`src/hw/axi_ctl_macros.svh`:
```
`ifndef AXI_CTL_MACROS_SVH
`define AXI_CTL_MACROS_SVH

// bus widths
`define AXI_ADDR_W 32
`define AXI_DATA_W 32

// address map seen by the core
`define SERIAL_PORT 32'ha000_03f8 // uart tx register
`define RTC_ADDR    32'ha000_0048 // clint mtime low word, high word follows

// crossbar device select
`define DEV_SRAM  2'd0
`define DEV_UART  2'd1
`define DEV_CLINT 2'd2

// requester ids on the master bus
`define ID_IFU 4'd0 // fetch
`define ID_LSU 4'd1 // load/store

// axi size codes
`define SIZE_WORD 3'd2 // 4 bytes per beat

`endif

```
`src/hw/axi_ctl_pkg.sv`:
```
`default_nettype none

`include "axi_ctl_macros.svh"

package axi_ctl_pkg;

	// plain vectors
	typedef logic [`AXI_ADDR_W-1:0]   addr_t;
	typedef logic [`AXI_DATA_W-1:0]   data_t;
	typedef logic [`AXI_DATA_W/8-1:0] strb_t; // one bit per byte lane
	typedef logic [2:0]               size_t;
	typedef logic [1:0]               resp_t; // okay/exokay/slverr/decerr
	typedef logic [3:0]               id_t;
	typedef logic [1:0]               dev_t;  // xbar target

	// address channel, shared by ar and aw
	typedef struct packed {
		addr_t addr;
		id_t   id;
		size_t size;
	} ar_t;

	// write data, single beat so no last
	typedef struct packed {
		data_t data;
		strb_t strb;
	} w_t;

	// read response
	typedef struct packed {
		data_t data;
		resp_t resp;
		id_t   id;
	} r_t;

	// write response
	typedef struct packed {
		resp_t resp;
		id_t   id;
	} b_t;

	// who owns the bus right now
	typedef enum logic [1:0] {
		ARB_IDLE,
		ARB_DATA, // lsu read or write
		ARB_INST  // fetch
	} arb_state_t;

endpackage

`default_nettype wire

```
`src/hw/axi_arbiter.sv`:
```
`timescale 1ns/1ns
`default_nettype none

module axi_arbiter (
	input  logic clock,
	input  logic reset,

	// upstream request valids
	input  logic inst_ar_valid_i,
	input  logic data_ar_valid_i,
	input  logic data_aw_valid_i,
	input  logic data_w_valid_i,

	// upstream request readies, high only in the accept cycle
	output logic inst_ar_ready_o,
	output logic data_ar_ready_o,
	output logic data_aw_ready_o,
	output logic data_w_ready_o,

	// response valids from the slave
	input  logic axi_r_valid_i,
	input  logic axi_b_valid_i,

	// response readies from the upstream ports
	input  logic inst_r_ready_i,
	input  logic data_r_ready_i,
	input  logic data_b_ready_i,

	// response valids steered to the owner
	output logic inst_r_valid_o,
	output logic data_r_valid_o,
	output logic data_b_valid_o,

	// response readies back to the slave
	output logic axi_r_ready_o,
	output logic axi_b_ready_o,

	// outbound channels still waiting for their ready
	input  logic ar_busy_i,
	input  logic aw_busy_i,
	input  logic w_busy_i,

	// accept pulses to the request latch
	output logic grant_data_o,
	output logic grant_inst_o,
	output logic grant_write_o
);

	import axi_ctl_pkg::*;

	arb_state_t state_q;
	arb_state_t state_d;
	logic       write_q;   // current data txn is a store

	logic       any_busy;
	logic       idle;
	logic       want_write;
	logic       want_read;
	logic       want_inst;
	logic       grant_read;
	logic       rsp_open;
	logic       inst_txn;
	logic       rd_txn;
	logic       wr_txn;
	logic       rsp_done;

	assign any_busy = ar_busy_i | aw_busy_i | w_busy_i;

	// no new grant while an address or data beat is still on the bus
	assign idle = (state_q == ARB_IDLE) & ~any_busy;

	// a store needs both address and data present
	assign want_write = data_aw_valid_i & data_w_valid_i;
	assign want_read  = data_ar_valid_i;
	assign want_inst  = inst_ar_valid_i;

	// fixed priority: write > read > fetch
	assign grant_write_o = idle & want_write;
	assign grant_read    = idle & ~want_write & want_read;
	assign grant_inst_o  = idle & ~want_write & ~want_read & want_inst;
	assign grant_data_o  = grant_write_o | grant_read;

	// readies come from the grant alone, nothing from the slave side
	assign data_aw_ready_o = grant_write_o;
	assign data_w_ready_o  = grant_write_o;
	assign data_ar_ready_o = grant_read;
	assign inst_ar_ready_o = grant_inst_o;

	// response phase only opens once the outbound beats are gone
	assign rsp_open = ~any_busy;

	assign inst_txn = (state_q == ARB_INST);
	assign rd_txn   = (state_q == ARB_DATA) & ~write_q;
	assign wr_txn   = (state_q == ARB_DATA) & write_q;

	// slave response steered to its owner
	assign inst_r_valid_o = rsp_open & inst_txn & axi_r_valid_i;
	assign data_r_valid_o = rsp_open & rd_txn & axi_r_valid_i;
	assign data_b_valid_o = rsp_open & wr_txn & axi_b_valid_i;

	// owner's ready goes back out, others see zero
	assign axi_r_ready_o = rsp_open & ((inst_txn & inst_r_ready_i) |
		(rd_txn & data_r_ready_i));
	assign axi_b_ready_o = rsp_open & wr_txn & data_b_ready_i;

	// completion on the upstream handshake, any resp code
	assign rsp_done = (inst_r_valid_o & inst_r_ready_i) |
		(data_r_valid_o & data_r_ready_i) |
		(data_b_valid_o & data_b_ready_i);

	always_comb begin
		state_d = state_q;
		case (state_q)
			ARB_IDLE: begin
				if (grant_data_o) begin
					state_d = ARB_DATA;
				end else if (grant_inst_o) begin
					state_d = ARB_INST;
				end
			end
			ARB_DATA, ARB_INST: begin
				if (rsp_done) begin
					state_d = ARB_IDLE; // back to idle next cycle
				end
			end
			default: state_d = ARB_IDLE;
		endcase
	end

	always_ff @(posedge clock) begin
		if (reset) begin
			state_q <= ARB_IDLE;
			write_q <= 1'b0;
		end else begin
			state_q <= state_d;
			if (grant_data_o) begin
				write_q <= grant_write_o; // wait on b instead of r
			end
		end
	end

endmodule

`default_nettype wire

```
`src/hw/axi_ctl_top.sv`:
```
`timescale 1ns/1ns
`default_nettype none

module axi_ctl_top (
	input  logic               clock,
	input  logic               reset,

	// fetch port
	input  logic               inst_ar_valid_i,
	input  axi_ctl_pkg::addr_t inst_ar_addr_i,
	output logic               inst_ar_ready_o,
	output axi_ctl_pkg::r_t    inst_r_o,
	output logic               inst_r_valid_o,
	input  logic               inst_r_ready_i,

	// lsu port
	input  axi_ctl_pkg::ar_t   data_ar_i,
	input  logic               data_ar_valid_i,
	output logic               data_ar_ready_o,
	output axi_ctl_pkg::r_t    data_r_o,
	output logic               data_r_valid_o,
	input  logic               data_r_ready_i,
	input  axi_ctl_pkg::ar_t   data_aw_i,
	input  logic               data_aw_valid_i,
	output logic               data_aw_ready_o,
	input  axi_ctl_pkg::w_t    data_w_i,
	input  logic               data_w_valid_i,
	output logic               data_w_ready_o,
	output axi_ctl_pkg::b_t    data_b_o,
	output logic               data_b_valid_o,
	input  logic               data_b_ready_i,

	// axi master towards the crossbar
	output axi_ctl_pkg::dev_t  device_o,
	output axi_ctl_pkg::ar_t   axi_ar_o,
	output logic               axi_ar_valid_o,
	input  logic               axi_ar_ready_i,
	input  axi_ctl_pkg::r_t    axi_r_i,
	input  logic               axi_r_valid_i,
	output logic               axi_r_ready_o,
	output axi_ctl_pkg::ar_t   axi_aw_o,
	output logic               axi_aw_valid_o,
	input  logic               axi_aw_ready_i,
	output axi_ctl_pkg::w_t    axi_w_o,
	output logic               axi_w_valid_o,
	input  logic               axi_w_ready_i,
	input  axi_ctl_pkg::b_t    axi_b_i,
	input  logic               axi_b_valid_i,
	output logic               axi_b_ready_o
);

	import axi_ctl_pkg::*;

	ar_t  inst_ar;     // fetch address, id and size filled in by the latch
	logic grant_data;
	logic grant_inst;
	logic grant_write;
	dev_t inst_dev;
	dev_t rd_dev;
	dev_t wr_dev;
	logic ar_busy;
	logic aw_busy;
	logic w_busy;

	assign inst_ar = '{addr: inst_ar_addr_i, id: '0, size: '0};

	// payloads fan out, only the owner sees a valid
	assign inst_r_o = axi_r_i;
	assign data_r_o = axi_r_i;
	assign data_b_o = axi_b_i;

	axi_arbiter axi_arbiter_i (
		.clock           (clock),
		.reset           (reset),
		.inst_ar_valid_i (inst_ar_valid_i),
		.data_ar_valid_i (data_ar_valid_i),
		.data_aw_valid_i (data_aw_valid_i),
		.data_w_valid_i  (data_w_valid_i),
		.inst_ar_ready_o (inst_ar_ready_o),
		.data_ar_ready_o (data_ar_ready_o),
		.data_aw_ready_o (data_aw_ready_o),
		.data_w_ready_o  (data_w_ready_o),
		.axi_r_valid_i   (axi_r_valid_i),
		.axi_b_valid_i   (axi_b_valid_i),
		.inst_r_ready_i  (inst_r_ready_i),
		.data_r_ready_i  (data_r_ready_i),
		.data_b_ready_i  (data_b_ready_i),
		.inst_r_valid_o  (inst_r_valid_o),
		.data_r_valid_o  (data_r_valid_o),
		.data_b_valid_o  (data_b_valid_o),
		.axi_r_ready_o   (axi_r_ready_o),
		.axi_b_ready_o   (axi_b_ready_o),
		.ar_busy_i       (ar_busy),
		.aw_busy_i       (aw_busy),
		.w_busy_i        (w_busy),
		.grant_data_o    (grant_data),
		.grant_inst_o    (grant_inst),
		.grant_write_o   (grant_write)
	);

	device_decoder device_decoder_i (
		.inst_addr_i (inst_ar_addr_i),
		.rd_addr_i   (data_ar_i.addr),
		.wr_addr_i   (data_aw_i.addr),
		.inst_dev_o  (inst_dev),
		.rd_dev_o    (rd_dev),
		.wr_dev_o    (wr_dev)
	);

	request_latch request_latch_i (
		.clock          (clock),
		.reset          (reset),
		.grant_data_i   (grant_data),
		.grant_inst_i   (grant_inst),
		.grant_write_i  (grant_write),
		.inst_ar_i      (inst_ar),
		.data_ar_i      (data_ar_i),
		.data_aw_i      (data_aw_i),
		.data_w_i       (data_w_i),
		.inst_dev_i     (inst_dev),
		.rd_dev_i       (rd_dev),
		.wr_dev_i       (wr_dev),
		.axi_ar_o       (axi_ar_o),
		.axi_aw_o       (axi_aw_o),
		.axi_w_o        (axi_w_o),
		.axi_ar_valid_o (axi_ar_valid_o),
		.axi_aw_valid_o (axi_aw_valid_o),
		.axi_w_valid_o  (axi_w_valid_o),
		.axi_ar_ready_i (axi_ar_ready_i),
		.axi_aw_ready_i (axi_aw_ready_i),
		.axi_w_ready_i  (axi_w_ready_i),
		.device_o       (device_o),
		.ar_busy_o      (ar_busy),
		.aw_busy_o      (aw_busy),
		.w_busy_o       (w_busy)
	);

endmodule

`default_nettype wire

```
`src/hw/device_decoder.sv`:
```
`timescale 1ns/1ns
`default_nettype none

`include "axi_ctl_macros.svh"

module device_decoder (
	input  axi_ctl_pkg::addr_t inst_addr_i,
	input  axi_ctl_pkg::addr_t rd_addr_i,
	input  axi_ctl_pkg::addr_t wr_addr_i,
	output axi_ctl_pkg::dev_t  inst_dev_o,
	output axi_ctl_pkg::dev_t  rd_dev_o,
	output axi_ctl_pkg::dev_t  wr_dev_o
);

	import axi_ctl_pkg::*;

	// reads of the two mtime words go to the clint
	function automatic dev_t read_dev(input addr_t addr);
		if (addr == `RTC_ADDR || addr == `RTC_ADDR + 32'd4) begin
			return `DEV_CLINT;
		end
		return `DEV_SRAM;
	endfunction

	// only the tx register is uart, writes elsewhere land in sram
	function automatic dev_t write_dev(input addr_t addr);
		if (addr == `SERIAL_PORT) begin
			return `DEV_UART;
		end
		return `DEV_SRAM;
	endfunction

	// decoded every cycle, the latch picks the one that got granted
	assign inst_dev_o = read_dev(inst_addr_i); // fetch is a read too
	assign rd_dev_o   = read_dev(rd_addr_i);
	assign wr_dev_o   = write_dev(wr_addr_i);

endmodule

`default_nettype wire

```
`src/hw/request_latch.sv`:
```
`timescale 1ns/1ns
`default_nettype none

`include "axi_ctl_macros.svh"

module request_latch (
	input  logic                 clock,
	input  logic                 reset,

	// accept pulses from the arbiter
	input  logic                 grant_data_i,
	input  logic                 grant_inst_i,
	input  logic                 grant_write_i,

	// upstream payloads
	input  axi_ctl_pkg::ar_t     inst_ar_i,
	input  axi_ctl_pkg::ar_t     data_ar_i,
	input  axi_ctl_pkg::ar_t     data_aw_i,
	input  axi_ctl_pkg::w_t      data_w_i,

	// decoded targets
	input  axi_ctl_pkg::dev_t    inst_dev_i,
	input  axi_ctl_pkg::dev_t    rd_dev_i,
	input  axi_ctl_pkg::dev_t    wr_dev_i,

	// outbound master channels
	output axi_ctl_pkg::ar_t     axi_ar_o,
	output axi_ctl_pkg::ar_t     axi_aw_o,
	output axi_ctl_pkg::w_t      axi_w_o,
	output logic                 axi_ar_valid_o,
	output logic                 axi_aw_valid_o,
	output logic                 axi_w_valid_o,
	input  logic                 axi_ar_ready_i,
	input  logic                 axi_aw_ready_i,
	input  logic                 axi_w_ready_i,
	output axi_ctl_pkg::dev_t    device_o,

	// pending flags for the arbiter
	output logic                 ar_busy_o,
	output logic                 aw_busy_o,
	output logic                 w_busy_o
);

	logic grant_read; // data grant that is not a store

	assign grant_read = grant_data_i & ~grant_write_i;

	// valids rise the cycle after accept, each drops on its own ready
	always_ff @(posedge clock) begin
		if (reset) begin
			axi_ar_valid_o <= 1'b0;
			axi_aw_valid_o <= 1'b0;
			axi_w_valid_o  <= 1'b0;
			device_o       <= `DEV_SRAM;
		end else begin
			if (grant_inst_i | grant_read) begin
				axi_ar_valid_o <= 1'b1;
			end else if (axi_ar_ready_i) begin
				axi_ar_valid_o <= 1'b0;
			end
			if (grant_write_i) begin
				axi_aw_valid_o <= 1'b1;
				axi_w_valid_o  <= 1'b1;
			end else begin
				if (axi_aw_ready_i) axi_aw_valid_o <= 1'b0;
				if (axi_w_ready_i)  axi_w_valid_o  <= 1'b0; // w may finish before aw
			end
			// select stays put until the next grant
			if (grant_write_i) begin
				device_o <= wr_dev_i;
			end else if (grant_read) begin
				device_o <= rd_dev_i;
			end else if (grant_inst_i) begin
				device_o <= inst_dev_i;
			end
		end
	end

	// payload capture
	always_ff @(posedge clock) begin
		if (grant_inst_i) begin
			axi_ar_o.addr <= inst_ar_i.addr;
			axi_ar_o.id   <= `ID_IFU;
			axi_ar_o.size <= `SIZE_WORD; // fetch is always a full word
		end else if (grant_read) begin
			axi_ar_o.addr <= data_ar_i.addr;
			axi_ar_o.id   <= `ID_LSU;
			axi_ar_o.size <= data_ar_i.size; // lsu keeps its byte/half/word size
		end
		if (grant_write_i) begin
			axi_aw_o.addr <= data_aw_i.addr;
			axi_aw_o.id   <= `ID_LSU;
			axi_aw_o.size <= data_aw_i.size;
			axi_w_o       <= data_w_i; // data and strobe unchanged
		end
	end

	assign ar_busy_o = axi_ar_valid_o;
	assign aw_busy_o = axi_aw_valid_o;
	assign w_busy_o  = axi_w_valid_o;

endmodule

`default_nettype wire

```
`config.mk`:
```
export PLATFORM = sky130hd
export DESIGN_NAME = axi_ctl_top
export DESIGN_NICKNAME = d
export VERILOG_FILES = /design/src/hw/axi_ctl_pkg.sv /design/src/hw/axi_arbiter.sv /design/src/hw/axi_ctl_top.sv /design/src/hw/device_decoder.sv /design/src/hw/request_latch.sv
export VERILOG_INCLUDE_DIRS = /design/src /design/src/hw
export SDC_FILE = /design/constraint.sdc
export NUM_CORES = 1
export LEC_CHECK = 0
export BUFFER_PORTS_ARGS = -buffer_cell sky130_fd_sc_hd__buf_4
export CAP_MARGIN = 25
export CORE_AREA = 5 5 158 160
export CTS_CLUSTER_DIAMETER = 150
export DETAILED_ROUTE_END_ITERATION = 8
export DIE_AREA = 0 0 163 165
export SKIP_LAST_GASP = 1
export SLEW_MARGIN = 20
export SYNTH_ARGS = -nofsm -noshare
export SYNTH_HDL_FRONTEND = slang
export SYNTH_HIERARCHICAL = 1
export SYNTH_SLANG_ARGS = --single-unit
```
`constraint.sdc`:
```
create_clock -name clock -period 4.82 [get_ports clock]
set_input_delay 0.241 -clock clock [delete_from_list [all_inputs] [get_ports clock]]
set_output_delay 0.241 -clock clock [all_outputs]
set_load 0.02 [all_outputs]
```
==> metrics <==
total DRC errors in the routed layout=0; TritonCTS buffer count=17; Worst Skew=10.2 ps; Clock Tree Root=clkbuf_16; final hold violation count=0; post-route antenna net violation count=0; period utilization=58.0%; slew at the pin with the worst max-slew slack=slightly below 1000 ps; DR pass1 iterations=4; standby leakage power=0.00326 µW; Synth Area per Inst=approximately 14 µm²; worst reg2reg path depth=8; row count=56; worst-path maximum fanout=75; number of buffers inserted to repair setup after CTS=0; WL per Instance=approximately 20 µm; Die Outline Area=roughly 0.027 mm²; Slew headroom=34.3%; number of global-route vias before repair=4,057; area of the mapped netlist=just over 0.005 mm²; area added between synthesis and finish=53.0%; global-route wire length before repair=25,500 µm; number of pins with negative max-slew slack in the final report=0; via density per instance=roughly 4.0; count of vias placed by the detailed router=around 3,800; Setup Total Neg Slack=0 ps; last element of the critical path=data_aw_ready_o; die width=between 150 and 200 µm; area inside the core boundary=0.0233 mm²; worst min-delay path class=input pin to flip-flop; instance count of the mapped netlist=362; power per cell area=about 500 mW/mm²; Bufs on Longest Clock Path=2; r2r endpoint=request_latch_i/axi_ar_o[9]$_DFFE_PP_; CTS H-tree depth=4; initial antenna violation count=0; number of inserted diodes=0; max-cap violation count=0; pin count of the biggest net entering global routing=76; run status=finished clean; CTS Sinks=115; count of port buffers added during placement=272; clock period minus final worst setup slack=2790 ps; highest achievable clock rate=approximately 0.36 GHz; final setup violating endpoints=0; Final nets=roughly 810; Worst Setup End Kind=output pin; vertical extent of the die=165 µm; post-placement cell count=856; maximum vdd ir drop=0.000214 V; Critical Path Source=request_latch_i/axi_w_valid_o$_SDFFE_PP0P_; clock slew at the register clock pins of the worst setup and hold paths=60 ps; total length of routed wires=around 19,000 µm; proportion of layout cells with a drive suffix above 1=between 50% and 60%; type of the worst setup path=flip-flop to output pin; arrival time worst endpoint=2550 ps; YS warnings=6; RSZ-0062 raised after global routing=false; overall overflow remaining after global route=0; HPWL reported at the end of detailed placement=14,800 µm; Reg-to-Reg Start=axi_arbiter_i/state_q[0]$_SDFFE_PP0P_; Iteration-0 DRC Markers=140; initial standard-cell utilization of the core=22.1%; I/O pin count=414; global routing usage summed across all routing layers=around an eighth; minimum setup slack among reg-to-reg paths=approximately 2300 ps; Final GP Congestion=0.764; final non-filler cell total=932; worst-case hold slack=20.3 ps; WP data required=roughly 4600 ps; layout filler cell count=2,360; clock tree from TritonCTS=yes; Worst setup SP type=flip-flop; clock latency reported for the late side of the worst-skew pair=approximately 400 ps
## metrics by stage
stage / utilization (%) / area (µm²) / setup WS [ps] / total power, µW
floorplan: - / 5170 / 1520 / 2280
global placement: 29.4 / 6840 / 2280 / 2730
detailed placement: 29.4 / 6840 / 2290 / 2740
CTS: 33.6 / 7810 / 1910 / 4040
global route: 33.8 / 7870 / 1820 / 4180
finish: 33.8 / 7870 / 2030 / 3990
## worst min path at each step
stage	cells after the start	startpoint	slack, ps	end
floorplan	1	reset	310	axi_arbiter_i/write_q$_SDFFE_PP0P_
finish	1	data_w_i[4]	20	request_latch_i/axi_w_o[4]$_DFFE_PP_
global route	1	data_aw_i[27]	0.3	request_latch_i/axi_aw_o[27]$_DFFE_PP_
global placement	1	data_w_i[4]	420	request_latch_i/axi_w_o[4]$_DFFE_PP_
detailed placement	1	data_aw_i[2]	420	request_latch_i/axi_aw_o[2]$_DFFE_PP_
CTS	1	data_w_i[0]	0.7	request_latch_i/axi_w_o[0]$_DFFE_PP_
## per-layer routing
metal | vias up | track usage, % | part of all wire [%]
met4 | 0 | 5.49 | 3.2
met2 | 237 | 25.3 | 56
met5 | - | 0 | 0
met3 | 43 | 5.12 | 9.8
met1 | 1744 | 11.6 | 31
li1 | 1730 | - | -
## timing repair
item                                   4_1_cts  5_1_grt
resized for setup                            0        0
endpoints found under the hold margin       38        6
hold buffers                                38        6
## flip-flops by register name, summed over array words and instances, names as in the netlist
name and cells:
request_latch_i/axi_ar_o 36, request_latch_i/axi_w_o 36, request_latch_i/axi_aw_o 35, axi_arbiter_i/state_q 2
request_latch_i/device_o 2, axi_arbiter_i/write_q 1, request_latch_i/ar_busy_o 1, request_latch_i/aw_busy_o 1
request_latch_i/axi_w_valid_o 1
## layout by cell type, fill, tap and decap left out, types with 2 or more instances in the layout
cell type and count:
nor4_1 9, nand3b_1 3, buf_4 275, nand2b_1 2, dlygate4sd3_1 44, nor4_2 3, nor4b_1 5, nor3_1 5
nand3_1 2, inv_8 4, conb_1 10, a21oi_1 5, nand4_1 5, inv_1 8, nand2_1 13, a22o_1 32
nor2_1 9, dfxtp_1 12, mux2i_1 2, o221ai_1 2, nor4b_2 2, clkbuf_16 17, ha_1 3, inv_6 6
nor2b_1 2, clkinvlp_4 3, nor2_4 2, edfxtp_1 103, and4_2 3
## layout make-up
type,instances,area (µm²),share of cell area [%]
timing repair buffer,319,2500,31.8
multi-input combinational,139,1010,12.9
clock buffer,17,425,5.41
tap,319,399,5.07
inverter,8,30.0,0.382
clock inverter,15,159,2.02
sequential,115,3330,42.4
## power by group
group	internal (µW)	total [µW]	switching, µW	leakage, µW
Combinational	516	1260	744	0.00191
Sequential	1400	1480	75.4	0.00107
Clock	734	1250	520	0.000280
## critical path: stages (launching register included)
cell,delay [ps]
dfxtp_1,370
nor3_4,350
nand2_1,160
nor2_4,220
buf_4,730
buf_4,280
No activity file was read; power rests on OpenSTA's default activity.
